## src/hdl/rv_core_macros.svh

```systemverilog
// RV32 mini core sizing

`ifndef RV_CORE_MACROS_SVH
`define RV_CORE_MACROS_SVH

// data path and register width
`define RV_XLEN 32

// 4 KB word memory
`define RV_MEM_WORDS 1024

// word address width for RV_MEM_WORDS
`define RV_WADDR_BITS 10

`endif

```

## src/hdl/rv_core_pkg.sv

```systemverilog
// RV32 mini core shared types

`include "rv_core_macros.svh"

package rv_core_pkg;

    // ----------------------------------------
    // major opcodes of the supported subset
    // ----------------------------------------
    typedef enum logic [6:0] {
        op_load  = 7'b0000011,
        op_imm   = 7'b0010011,
        op_store = 7'b0100011,
        op_reg   = 7'b0110011
    } opcode_e;

    // ----------------------------------------
    // core FSM
    // ----------------------------------------
    typedef enum logic [1:0] {
        st_fetch = 2'd0,
        st_exec  = 2'd1,
        st_mem   = 2'd2,
        st_halt  = 2'd3
    } core_state_e;

    // ----------------------------------------
    // one access to the banked word memory
    // ----------------------------------------
    typedef struct packed {
        logic                      en;
        logic                      we;
        logic [`RV_WADDR_BITS-1:0] addr;
        logic [`RV_XLEN-1:0]       wdata;
        // one bit per byte lane
        logic [3:0]                wmask;
    } mem_req_t;

endpackage

```

## src/hdl/mem_arbiter.sv

```systemverilog
// Shared memory access arbiter

`timescale 1ns/1ps

`include "rv_core_macros.svh"

module mem_arbiter (
    input  logic                      clk,
    input  logic                      reset,
    input  logic                      run,
    // host port, word addressed
    input  logic                      host_en,
    input  logic                      host_we,
    input  logic [`RV_WADDR_BITS-1:0] host_addr,
    input  logic [`RV_XLEN-1:0]       host_wdata,
    input  logic [3:0]                host_wmask,
    // core ports, byte addressed
    input  logic                      instr_req,
    input  logic [`RV_XLEN-1:0]       instr_addr,
    input  logic                      data_rd_req,
    input  logic                      data_wr_req,
    input  logic [`RV_XLEN-1:0]       data_addr,
    input  logic [`RV_XLEN-1:0]       data_wr_data,
    // to the banks
    output rv_core_pkg::mem_req_t     bank_req,
    output logic                      instr_gnt,
    output logic                      data_gnt
);

    logic data_win;
    logic fetch_win;

    // host, then data, then fetch while running
    assign data_win  = !host_en && (data_rd_req || data_wr_req);
    assign fetch_win = !host_en && !(data_rd_req || data_wr_req) && instr_req && run;

    always_comb begin
        bank_req = '0;
        if (host_en) begin
            bank_req.en    = 1'b1;
            bank_req.we    = host_we;
            bank_req.addr  = host_addr;
            bank_req.wdata = host_wdata;
            bank_req.wmask = host_wmask;
        end else if (data_win) begin
            bank_req.en    = 1'b1;
            bank_req.we    = data_wr_req;
            bank_req.addr  = data_addr[2 +: `RV_WADDR_BITS];
            bank_req.wdata = data_wr_data;
            bank_req.wmask = 4'hf;
        end else if (fetch_win) begin
            bank_req.en   = 1'b1;
            bank_req.addr = instr_addr[2 +: `RV_WADDR_BITS];
        end
    end

    // grant lands with the read data of the banks
    always_ff @(posedge clk) begin
        if (reset) begin
            instr_gnt <= 1'b0;
            data_gnt  <= 1'b0;
        end else begin
            instr_gnt <= fetch_win;
            data_gnt  <= data_win;
        end
    end

endmodule

```

## config.mk

```make
export PLATFORM = sky130hd
export DESIGN_NAME = mem_arbiter
export DESIGN_NICKNAME = d
export VERILOG_FILES = /design/src/hdl/rv_core_pkg.sv /design/src/hdl/mem_arbiter.sv
export VERILOG_INCLUDE_DIRS = /design/src /design/src/hdl
export SDC_FILE = /design/constraint.sdc
export NUM_CORES = 1
export LEC_CHECK = 0
export ABC_AREA = 1
export BUFFER_PORTS_ARGS = -buffer_cell sky130_fd_sc_hd__buf_2
export CAP_MARGIN = 15
export CORE_AREA = 4 4 75 77
export DETAILED_ROUTE_END_ITERATION = 8
export DIE_AREA = 0 0 79 81
export PLACE_DENSITY_LB_ADDON = 0.3
export SYNTH_ARGS = -nofsm -noshare
export SYNTH_HDL_FRONTEND = slang
export SYNTH_SLANG_ARGS = --single-unit
```

## constraint.sdc

```tcl
create_clock -name clk -period 0.8 [get_ports clk]
set_input_delay 0.04 -clock clk [delete_from_list [all_inputs] [get_ports clk]]
set_output_delay 0.04 -clock clk [all_outputs]
set_load 0.1 [all_outputs]
```

==> metrics.txt <==
outcome=complete, but fails checks; violated checks=negative hold slack, negative setup slack; Max Cap Viol=0; gpl congestion=0.735; sequential-to-total area share from yosys stat=0.0470; detailed-route via count=1,966; post-synthesis mux area share=0; DRC viols=0; share of cells above drive strength 1=0.791; Pleak=0.00189 µW; fin area=3830 µm²; fmax=1.04 GHz; core footprint=5010 µm²; post-synthesis compound-gate area fraction=0.00587; DR pass1 iterations=4; initial antenna violation count=0; main combinational cell family by area after synthesis=simple AND/OR/NAND/NOR gates; xor and xnor area share after synthesis=0; Worst setup EP type=output port; synthesized-area fraction occupied by adder cells=0; RSZ-0062 raised after global routing=yes; setup ws final=-159 ps; worst min path class=input port to flip-flop; WL met2=3.90 mm; most common cell after layout, fill and taps aside=buf_2; Avg WL per Cell=15.0 µm; Hold Slack=-0.907 ps; Critical Path RT=760 ps; max-slew violations=0; simple-gate share of the synthesized area=0.803; routed metal-1 wire length=2.05 mm; WS Path Type=input port to output port; Worst setup SP type=input port; Slew @ Worst Pin=157 ps; chip width=79 µm; fin crit period=959 ps; CTS clk-pin slew, worst paths=30 ps; Detailed Place HPWL=4.60 mm; highest metal used=met4; Starting DRT DRC Count=75; Sink Count=2; Routed WL=6.55 mm; Max Root-Sink Buffers=2; relative slew slack=0.895; highest-count cells in the layout ignoring fill and taps=buf_2 (102), buf_12 (61), nand2_1 (57); worst vdd ir=798 µV; power density over cell area=1140 nW/µm²; starting density of the core=0.170; NumNets Final=520; multi-input logic area=1500 µm²; num rows=26; total CTS buffers=3; Port-buffer cells=155; dpl cell area=2950 µm²; antenna viol nets, final=0; crit path DAT=920 ps; die boundary height=81 µm; I/O pins=200; final core utilization=0.764; Avg Vias per Cell=4.49; Syn Inst Count=192; DR WL met3=497 µm; pre-CTS WS=-339 ps; hold buffers post-CTS=0; Avg Inst Size Synth=4.44 µm²; Max H-tree Level=1; Fill cells=349; grt ovf=0; Final Cycle Share=1.20; crit path max fanout=3; Synth Warn #=0; first-pass GRT wire length=9.52 mm; vias in the first global route=2,047; CTS tree=done; Root Buffer=clkbuf_8; Post-Syn Area=852 µm²; setup violators final=46; pin count of the biggest net entering global routing=23; antenna cells=0; Distinct cells, synth=16; syn_nets=342; Fin. Hold Viols=1; Synth Register Bits=2; Tot GR Track Use=0.189; Die Area=6400 µm²; Area Overhead vs Synth=349%; register area=42.5 µm²
==> synth_stat cells <==
library cell,n,area [µm²]
nand2_1,115,432
clkbuf_1,1,3.75
nor2_4,1,11.3
nand3_2,1,10.0
nand4_1,1,6.26
dfxtp_1,2,40.0
inv_2,3,11.3
nor3_1,1,5.00
nand2_2,1,6.26
buf_4,4,30.0
nand3_1,42,210
buf_2,8,40.0
nor2_1,1,3.75
inv_1,3,11.3
clkinv_1,7,26.3
o21ai_0,1,5.00
==> registers in the layout, indices dropped and copies added (netlist names) <==
signal,cells
instr_gnt,1
data_gnt,1
==> critical path, stage by stage <==
cell and delay, ps:
buf_8 100, inv_8 60, nand3_4 110, nor2_4 180, buf_6 140, nand2_4 50
nand2_4 60, buf_12 170
==> final timing paths <==
kind	start	end	slack, ps	cells past startpoint
max	data_wr_req	bank_req[38]	-160	8
min	reset	data_gnt$_SDFF_PP0_	-0.9	2
==> metrics by stage <==
stage	std cells	setup TNS, ps	total power, µW
floorplan	192	-1910	2220
global placement	417	-13540	3510
detailed placement	417	-14590	3550
CTS	433	-4330	4310
global route	438	-6300	4520
finish	438	-4630	4370
==> routing by layer <==
layer | track usage | vias up
met5 | 0 | -
met4 | 0.0584 | 0
met3 | 0.0355 | 8
met2 | 0.396 | 96
met1 | 0.185 | 896
li1 | - | 966
==> power breakdown <==
| group | internal (µW) | total [µW] | switching [µW] |
|---|---|---|---|
| Clock | 318 | 392 | 74.2 |
| Sequential | 105 | 107 | 2.62 |
| Combinational | 1490 | 3870 | 2380 |
| Total | 1920 | 4370 | 2450 |
==> layout make-up <==
class / instances / share of cell area
Multi-Input combinational cell: 165 / 0.393
Clock buffer: 3 / 0.0108
Tap cell: 70 / 0.0229
Timing Repair Buffer: 185 / 0.538
Inverter: 13 / 0.0245
Sequential cell: 2 / 0.0111
==> repair_timing <==
| item | in CTS | in global routing |
|---|---|---|
| gates cloned | 7 | 0 |
| buffers inserted | 6 | 5 |
| gates resized for setup | 93 | 31 |
| pin swaps | 5 | 10 |
| setup endpoints to repair | 48 | 47 |
==> kinds of logic (layout without fill, tap and decap cells) <==
group	after synthesis	in the layout
DFF	2	2
AOI/OAI and AO/OA	1	1
and+or+nand+nor	163	164
buffers and inverters	26	201
No activity file was read; power rests on OpenSTA's default activity.
