--- src/hdl/rv_core_macros.svh ---
// RV32 mini core sizing

`ifndef RV_CORE_MACROS_SVH
`define RV_CORE_MACROS_SVH

// data path and register width
`define RV_XLEN 32

// 4 KB word memory
`define RV_MEM_WORDS 1024

// word address width for RV_MEM_WORDS
`define RV_WADDR_BITS 10

`endif

--- src/hdl/rv_core_pkg.sv ---
// RV32 mini core shared types

`include "rv_core_macros.svh"

package rv_core_pkg;

    // ----------------------------------------
    // major opcodes of the supported subset
    // ----------------------------------------
    typedef enum logic [6:0] {
        op_load  = 7'b0000011,
        op_imm   = 7'b0010011,
        op_store = 7'b0100011,
        op_reg   = 7'b0110011
    } opcode_e;

    // ----------------------------------------
    // core FSM
    // ----------------------------------------
    typedef enum logic [1:0] {
        st_fetch = 2'd0,
        st_exec  = 2'd1,
        st_mem   = 2'd2,
        st_halt  = 2'd3
    } core_state_e;

    // ----------------------------------------
    // one access to the banked word memory
    // ----------------------------------------
    typedef struct packed {
        logic                      en;
        logic                      we;
        logic [`RV_WADDR_BITS-1:0] addr;
        logic [`RV_XLEN-1:0]       wdata;
        // one bit per byte lane
        logic [3:0]                wmask;
    } mem_req_t;

endpackage

--- src/hdl/rv_mini_core.sv ---
// RV32 multi-cycle mini core

`timescale 1ns/1ps

`include "rv_core_macros.svh"

module rv_mini_core (
    input  logic                clk,
    input  logic                reset,
    // fetch port
    output logic                instr_req,
    output logic [`RV_XLEN-1:0] instr_addr,
    input  logic                instr_gnt,
    input  logic [`RV_XLEN-1:0] instr_data,
    // data port
    output logic                data_rd_req,
    output logic                data_wr_req,
    output logic [`RV_XLEN-1:0] data_addr,
    output logic [`RV_XLEN-1:0] data_wr_data,
    input  logic                data_gnt,
    input  logic [`RV_XLEN-1:0] data_rd_data,
    // status
    output logic                halted,
    output logic [`RV_XLEN-1:0] halt_pc
);

    rv_core_pkg::core_state_e state;
    rv_core_pkg::opcode_e     opcode;

    logic [`RV_XLEN-1:0] pc;
    logic [`RV_XLEN-1:0] ir;
    logic [`RV_XLEN-1:0] regs [32];

    logic [4:0]          rd;
    logic [4:0]          rs1;
    logic [4:0]          rs2;
    logic [2:0]          funct3;
    logic [6:0]          funct7;
    logic [`RV_XLEN-1:0] imm_i;
    logic [`RV_XLEN-1:0] imm_s;
    logic [`RV_XLEN-1:0] rs1_val;
    logic [`RV_XLEN-1:0] rs2_val;
    logic [`RV_XLEN-1:0] opb;
    logic [`RV_XLEN-1:0] sum;

    logic                legal;
    logic                is_alu;
    logic                is_load;
    logic                is_store;
    logic                rf_we;
    logic [`RV_XLEN-1:0] rf_wdata;

    // ----------------------------------------
    // decode
    // ----------------------------------------
    assign opcode = rv_core_pkg::opcode_e'(ir[6:0]);
    assign rd     = ir[11:7];
    assign funct3 = ir[14:12];
    assign rs1    = ir[19:15];
    assign rs2    = ir[24:20];
    assign funct7 = ir[31:25];

    assign imm_i = {{20{ir[31]}}, ir[31:20]};
    assign imm_s = {{20{ir[31]}}, ir[31:25], ir[11:7]};

    // only ADDI, ADD, LW and SW pass; anything else stops the core
    always_comb begin
        legal = 1'b0;
        case (opcode)
            rv_core_pkg::op_imm:   legal = (funct3 == 3'b000);
            rv_core_pkg::op_reg:   legal = (funct3 == 3'b000) && (funct7 == 7'b0000000);
            rv_core_pkg::op_load:  legal = (funct3 == 3'b010);
            rv_core_pkg::op_store: legal = (funct3 == 3'b010);
            default:               legal = 1'b0;
        endcase
    end

    assign is_alu   = (opcode == rv_core_pkg::op_imm) || (opcode == rv_core_pkg::op_reg);
    assign is_load  = (opcode == rv_core_pkg::op_load);
    assign is_store = (opcode == rv_core_pkg::op_store);

    // ----------------------------------------
    // operands and adder
    // ----------------------------------------
    assign rs1_val = regs[rs1];
    assign rs2_val = regs[rs2];

    always_comb begin
        case (opcode)
            rv_core_pkg::op_reg:   opb = rs2_val;
            rv_core_pkg::op_store: opb = imm_s;
            default:               opb = imm_i;
        endcase
    end

    // one adder serves ADDI, ADD and the load/store address
    assign sum = rs1_val + opb;

    // ----------------------------------------
    // register file
    // ----------------------------------------
    assign rf_we = ((state == rv_core_pkg::st_exec) && legal && is_alu) ||
                   ((state == rv_core_pkg::st_mem) && is_load && data_gnt);

    assign rf_wdata = (state == rv_core_pkg::st_mem) ? data_rd_data : sum;

    always_ff @(posedge clk) begin
        if (reset) begin
            for (int i = 0; i < 32; i++) begin
                regs[i] <= '0;
            end
        end else if (rf_we && (rd != 5'd0)) begin
            // x0 stays zero
            regs[rd] <= rf_wdata;
        end
    end

    // instruction register
    always_ff @(posedge clk) begin
        if ((state == rv_core_pkg::st_fetch) && instr_gnt) begin
            ir <= instr_data;
        end
    end

    // ----------------------------------------
    // FSM
    // ----------------------------------------
    always_ff @(posedge clk) begin
        if (reset) begin
            state   <= rv_core_pkg::st_fetch;
            pc      <= '0;
            halted  <= 1'b0;
            halt_pc <= '0;
        end else begin
            case (state)
                rv_core_pkg::st_fetch: begin
                    if (instr_gnt) begin
                        state <= rv_core_pkg::st_exec;
                    end
                end
                rv_core_pkg::st_exec: begin
                    if (!legal) begin
                        state   <= rv_core_pkg::st_halt;
                        halted  <= 1'b1;
                        halt_pc <= pc;
                    end else if (is_alu) begin
                        state <= rv_core_pkg::st_fetch;
                        pc    <= pc + 32'd4;
                    end else begin
                        state <= rv_core_pkg::st_mem;
                    end
                end
                rv_core_pkg::st_mem: begin
                    if (data_gnt) begin
                        state <= rv_core_pkg::st_fetch;
                        pc    <= pc + 32'd4;
                    end
                end
                default: begin
                    // parked until reset
                    state <= rv_core_pkg::st_halt;
                end
            endcase
        end
    end

    // ----------------------------------------
    // memory requests
    // ----------------------------------------
    // requests drop in their grant cycle so only one access is ever in flight
    assign instr_req  = (state == rv_core_pkg::st_fetch) && !instr_gnt;
    assign instr_addr = pc;

    assign data_rd_req  = (state == rv_core_pkg::st_mem) && is_load && !data_gnt;
    assign data_wr_req  = (state == rv_core_pkg::st_mem) && is_store && !data_gnt;
    assign data_addr    = sum;
    assign data_wr_data = rs2_val;

endmodule

--- config.mk ---
export PLATFORM = sky130hd
export DESIGN_NAME = rv_mini_core
export DESIGN_NICKNAME = d
export VERILOG_FILES = /design/src/hdl/rv_core_pkg.sv /design/src/hdl/rv_mini_core.sv
export VERILOG_INCLUDE_DIRS = /design/src /design/src/hdl
export SDC_FILE = /design/constraint.sdc
export NUM_CORES = 2
export LEC_CHECK = 0
export BUFFER_PORTS_ARGS = -buffer_cell sky130_fd_sc_hd__buf_4
export CORE_ASPECT_RATIO = 0.5
export CORE_UTILIZATION = 43
export CTS_CLUSTER_DIAMETER = 200
export DETAILED_ROUTE_END_ITERATION = 10
export PLACE_DENSITY = 0.64
export SYNTH_ARGS = -nofsm -noshare
export SYNTH_HDL_FRONTEND = slang
export SYNTH_SLANG_ARGS = --single-unit
--- constraint.sdc ---
create_clock -name clk -period 13.85 [get_ports clk]
set_input_delay 2.0775 -clock clk [delete_from_list [all_inputs] [get_ports clk]]
set_output_delay 2.0775 -clock clk [all_outputs]
set_load 0.02 [all_outputs]
==> key figures <==
Setup path
  • Crit path largest cell delay: ~860 ps
  • Critical-path maximum fanout: 44
  • Worst setup endpoint: data_addr[29]
  • Req. time, crit path: 11,770 ps
  • Critical Path AT: 7920 ps
  • R2R setup slack: 5920 ps
  • CP Cell Sequence: buf_4 -> buf_4 -> mux4_2 -> mux4_2 -> mux2_2 -> nor3_1 -> nor2_1 -> ha_1 -> a21oi_1 -> o21ai_1 -> nand2_1 -> a22oi_1 -> a21oi_1 -> o21ai_1 -> a21oi_1 -> o21ai_1 -> xor2_1 -> buf_4
  • Worst setup EP type: output port
  • Worst r2r path cells: 18
  • Reg2reg end: regs[25][31]
  • CP max-delay cell: buf_4
  • Kind of start point of the critical path: flop
  • WS Path Type: flop to output port

Finish
  • Most common cell after layout, fill and taps aside: edfxtp_1
  • Fillcell total: 11,140
  • Nets@finish: 4,019
  • Most frequent cells in the layout: 1,056 x edfxtp_1, 1,037 x nor2_1, 628 x mux4_2
  • Area Growth Syn to Fin: 11.7%
  • Area of the multi-input gates: 23,600 µm²
  • Post-route insts no fill: 5,780
  • Layout cells sized above 1: between 30% and 40%
  • FF/Latch Area: 33,200 µm²

Floorplan
  • Row count: between 90 and 100
  • Starting Density: between 40% and 50%
  • Chip Width: around 520 µm
  • CORE AREA: 133,000 µm²
  • Die area: 136,000 µm²
  • Height of the die: 261 µm
  • Ports: 200

Synth
  • Post-synthesis cell count: 3,877
  • Netlist Area Pre-Place: 57,900 µm²
  • Synthesized flop and latch total: 1,129
  • Netlist cell types: 74
  • Ys flop type: edfxtp_1
  • FFs w/ async S/R, synth: 0%
  • Synth Area per Inst: ~15 µm²
  • Yosys top cell area share: 54.8%
  • Number of synthesized flops with an enable pin: 1,056
  • Synth warn: 0
  • Synth area leaders: edfxtp_1 55%, mux4_2 24%, nor2_1 6.7%, dfxtp_1 2.5%, clkbuf_1 1.7%
  • Area leader, netlist: edfxtp_1
  • Seq/Total Area, Yosys: 57.3%

Detailed routing
  • Vias per inst: around 6.6
  • Routed wire per std cell: about 35 µm
  • DRT Pass-1 Iters: 6
  • Wirelength, routed: 202 mm
  • Vias: about 38,000
  • DRT antenna net count: 0
  • First DRT Iteration DRCs: ~6,400
  • # DRC: 0

Clock tree
  • Post-CTS Resized: 0
  • H-tree depth: 3
  • Setup Buffers After CTS: 0
  • Clock buffer count from CTS: 105
  • CTS tree: built
  • Cts hold-fix bufs: 0
  • Root Buffer: clkbuf_16
  • Worst-path clk slew: 60 ps
  • Clk Latency, worst-skew pair: 750 ps
  • Maximum clock path buffer count: 3
  • Clock Sinks: approximately 1,100

Timing
  • Worst-Margin Slew: 1270 ps
  • Fin. max-slew vios: 0
  • Relative slew slack: about 15%
  • Clock Skews: 38.5 ps
  • Final min period: 10,000 ps
  • Hold Vio Cnt, Final: 0
  • F_max: 100 MHz
  • Unrepaired setup endpoints after global routing: no
  • Final setup TNS: 0 ps
  • Final worst path period share: 72.2%
  • Final setup viols: 0

Place
  • Post-DP HPWL: around 110 mm
  • Placer Congestion: 0.885
  • PortBufs: ~200
  • Dpl cells: between 5,000 and 6,000

Flow run
  • Max Cap Violations: 0

Global routing
  • Gr usage total: 29.6%
  • First-pass GRT wire length: 281 mm
  • Initial antenna violation count: 3
  • Largest net degree at the start of global routing: 102
  • Vias in the first global route: 37,358
  • Remaining Overflow, GRT: 0

Pwr
  • Pwr dens: ~150 nW/µm²
  • Leak: 22.5 nW
  • IR drop worst, VDD: about 110 µV

Min path
  • Hold Path Class: flop to flop

Outcome
  • Status: finished, final reports clean
==> layer usage <==
layer	global-route usage (%)	wire [µm]
met1	40.3	75000
met5	0	21
met3	8.65	29100
met4	12.2	8990
met2	44.8	89300
==> registers in the layout, summed over array words and instances (netlist names), named ones only <==
signal,cells
ir,32
instr_addr,30
regs,1024
halted,1
halt_pc,30
state,2
==> critical path, delay by kind of cell, from the launching register on <==
| kind | cells | cell delay, ps |
|---|---|---|
| buffers and inverters | 3 | 1890 |
| AO/OA/AOI/OAI | 7 | 1700 |
| multiplexers | 3 | 1380 |
| flip-flops | 1 | 800 |
| XOR/XNOR | 1 | 520 |
| adder cells (fa/ha/maj) | 1 | 420 |
| AND/OR/NAND/NOR | 3 | 400 |
==> power breakdown <==
part	internal (mW)	leakage [nW]	switching, mW	total, mW
Sequential	3.84	11.4	0.118	3.96
Combinational	0.963	9.46	1.79	2.75
Clock	1.57	1.60	1.36	2.93
Total	6.37	22.5	3.27	9.64
==> cell families after synthesis <==
kind of cell | count (synthesis) | share of synthesized area (%)
AO/OA/AOI/OAI | 148 | 1.69
XOR/XNOR | 57 | 0.889
adder cells (fa/ha/maj) | 33 | 0.726
buffers and inverters | 403 | 2.90
flip-flops | 1129 | 57.3
multiplexers | 758 | 27.0
other | 1 | 0.00648
AND/OR/NAND/NOR | 1348 | 9.48
==> synth_stat cells, types with 4 or more instances <==
cell and instances:
and3_1 16, inv_1 14, a211oi_1 6, nand3_1 27, mux2i_4 6, dfxtp_1 73, or3_1 4, nand4_1 5
nor2_1 1038, nand2b_1 35, mux2i_1 42, nor2b_1 7, o21ai_1 9, edfxtp_1 1056, a31oi_1 5, o21ai_0 17
nor3_1 24, nor2_2 30, nand2_1 133, nor4_1 4, clkbuf_1 269, buf_1 46, a21oi_1 64, a21o_1 11
buf_2 49, mux2_2 82, ha_1 32, buf_4 22, and2_1 4, nor3b_1 6, mux4_2 628, xnor2_1 25
o21bai_1 4, xor2_1 30
==> worst min-delay path by stage <==
stage,startpoint,to,slack (ps),depth (start not counted)
finish,halt_pc[2],halt_pc[2],460,2
CTS,halt_pc[2],halt_pc[2],460,2
global route,halt_pc[27],halt_pc[27],480,2
floorplan,ir[19],flop,450,1
detailed placement,halt_pc[22],halt_pc[22],450,2
global placement,halt_pc[13],halt_pc[13],440,2
==> through the flow <==
stage / area [µm²] / total power [mW] / worst slack [ps] / utilization [%] / hold WS, ps
floorplan: 58000 / 5.81 / 6870 / - / 449
global placement: 61300 / 6.71 / 4660 / 46.3 / 444
detailed placement: 61300 / 6.75 / 4660 / 46.3 / 451
CTS: 64600 / 9.62 / 3850 / 48.8 / 461
global route: 64600 / 9.90 / 3500 / 48.8 / 483
finish: 64600 / 9.64 / 3850 / 48.8 / 461
==> cell type report <==
| type | instances | share of cell area [%] |
|---|---|---|
| Timing Repair Buffer | 288 | 3.42 |
| Inverter | 14 | 0.0852 |
| Tap cell | 1776 | 3.44 |
| Clock buffer | 133 | 4.29 |
| Multi-Input combinational cell | 2380 | 36.6 |
| Sequential cell | 1129 | 51.4 |
| Antenna cell | 1 | 0.00387 |
| Clock inverter | 59 | 0.817 |
(Power assumes the default switching activity.)
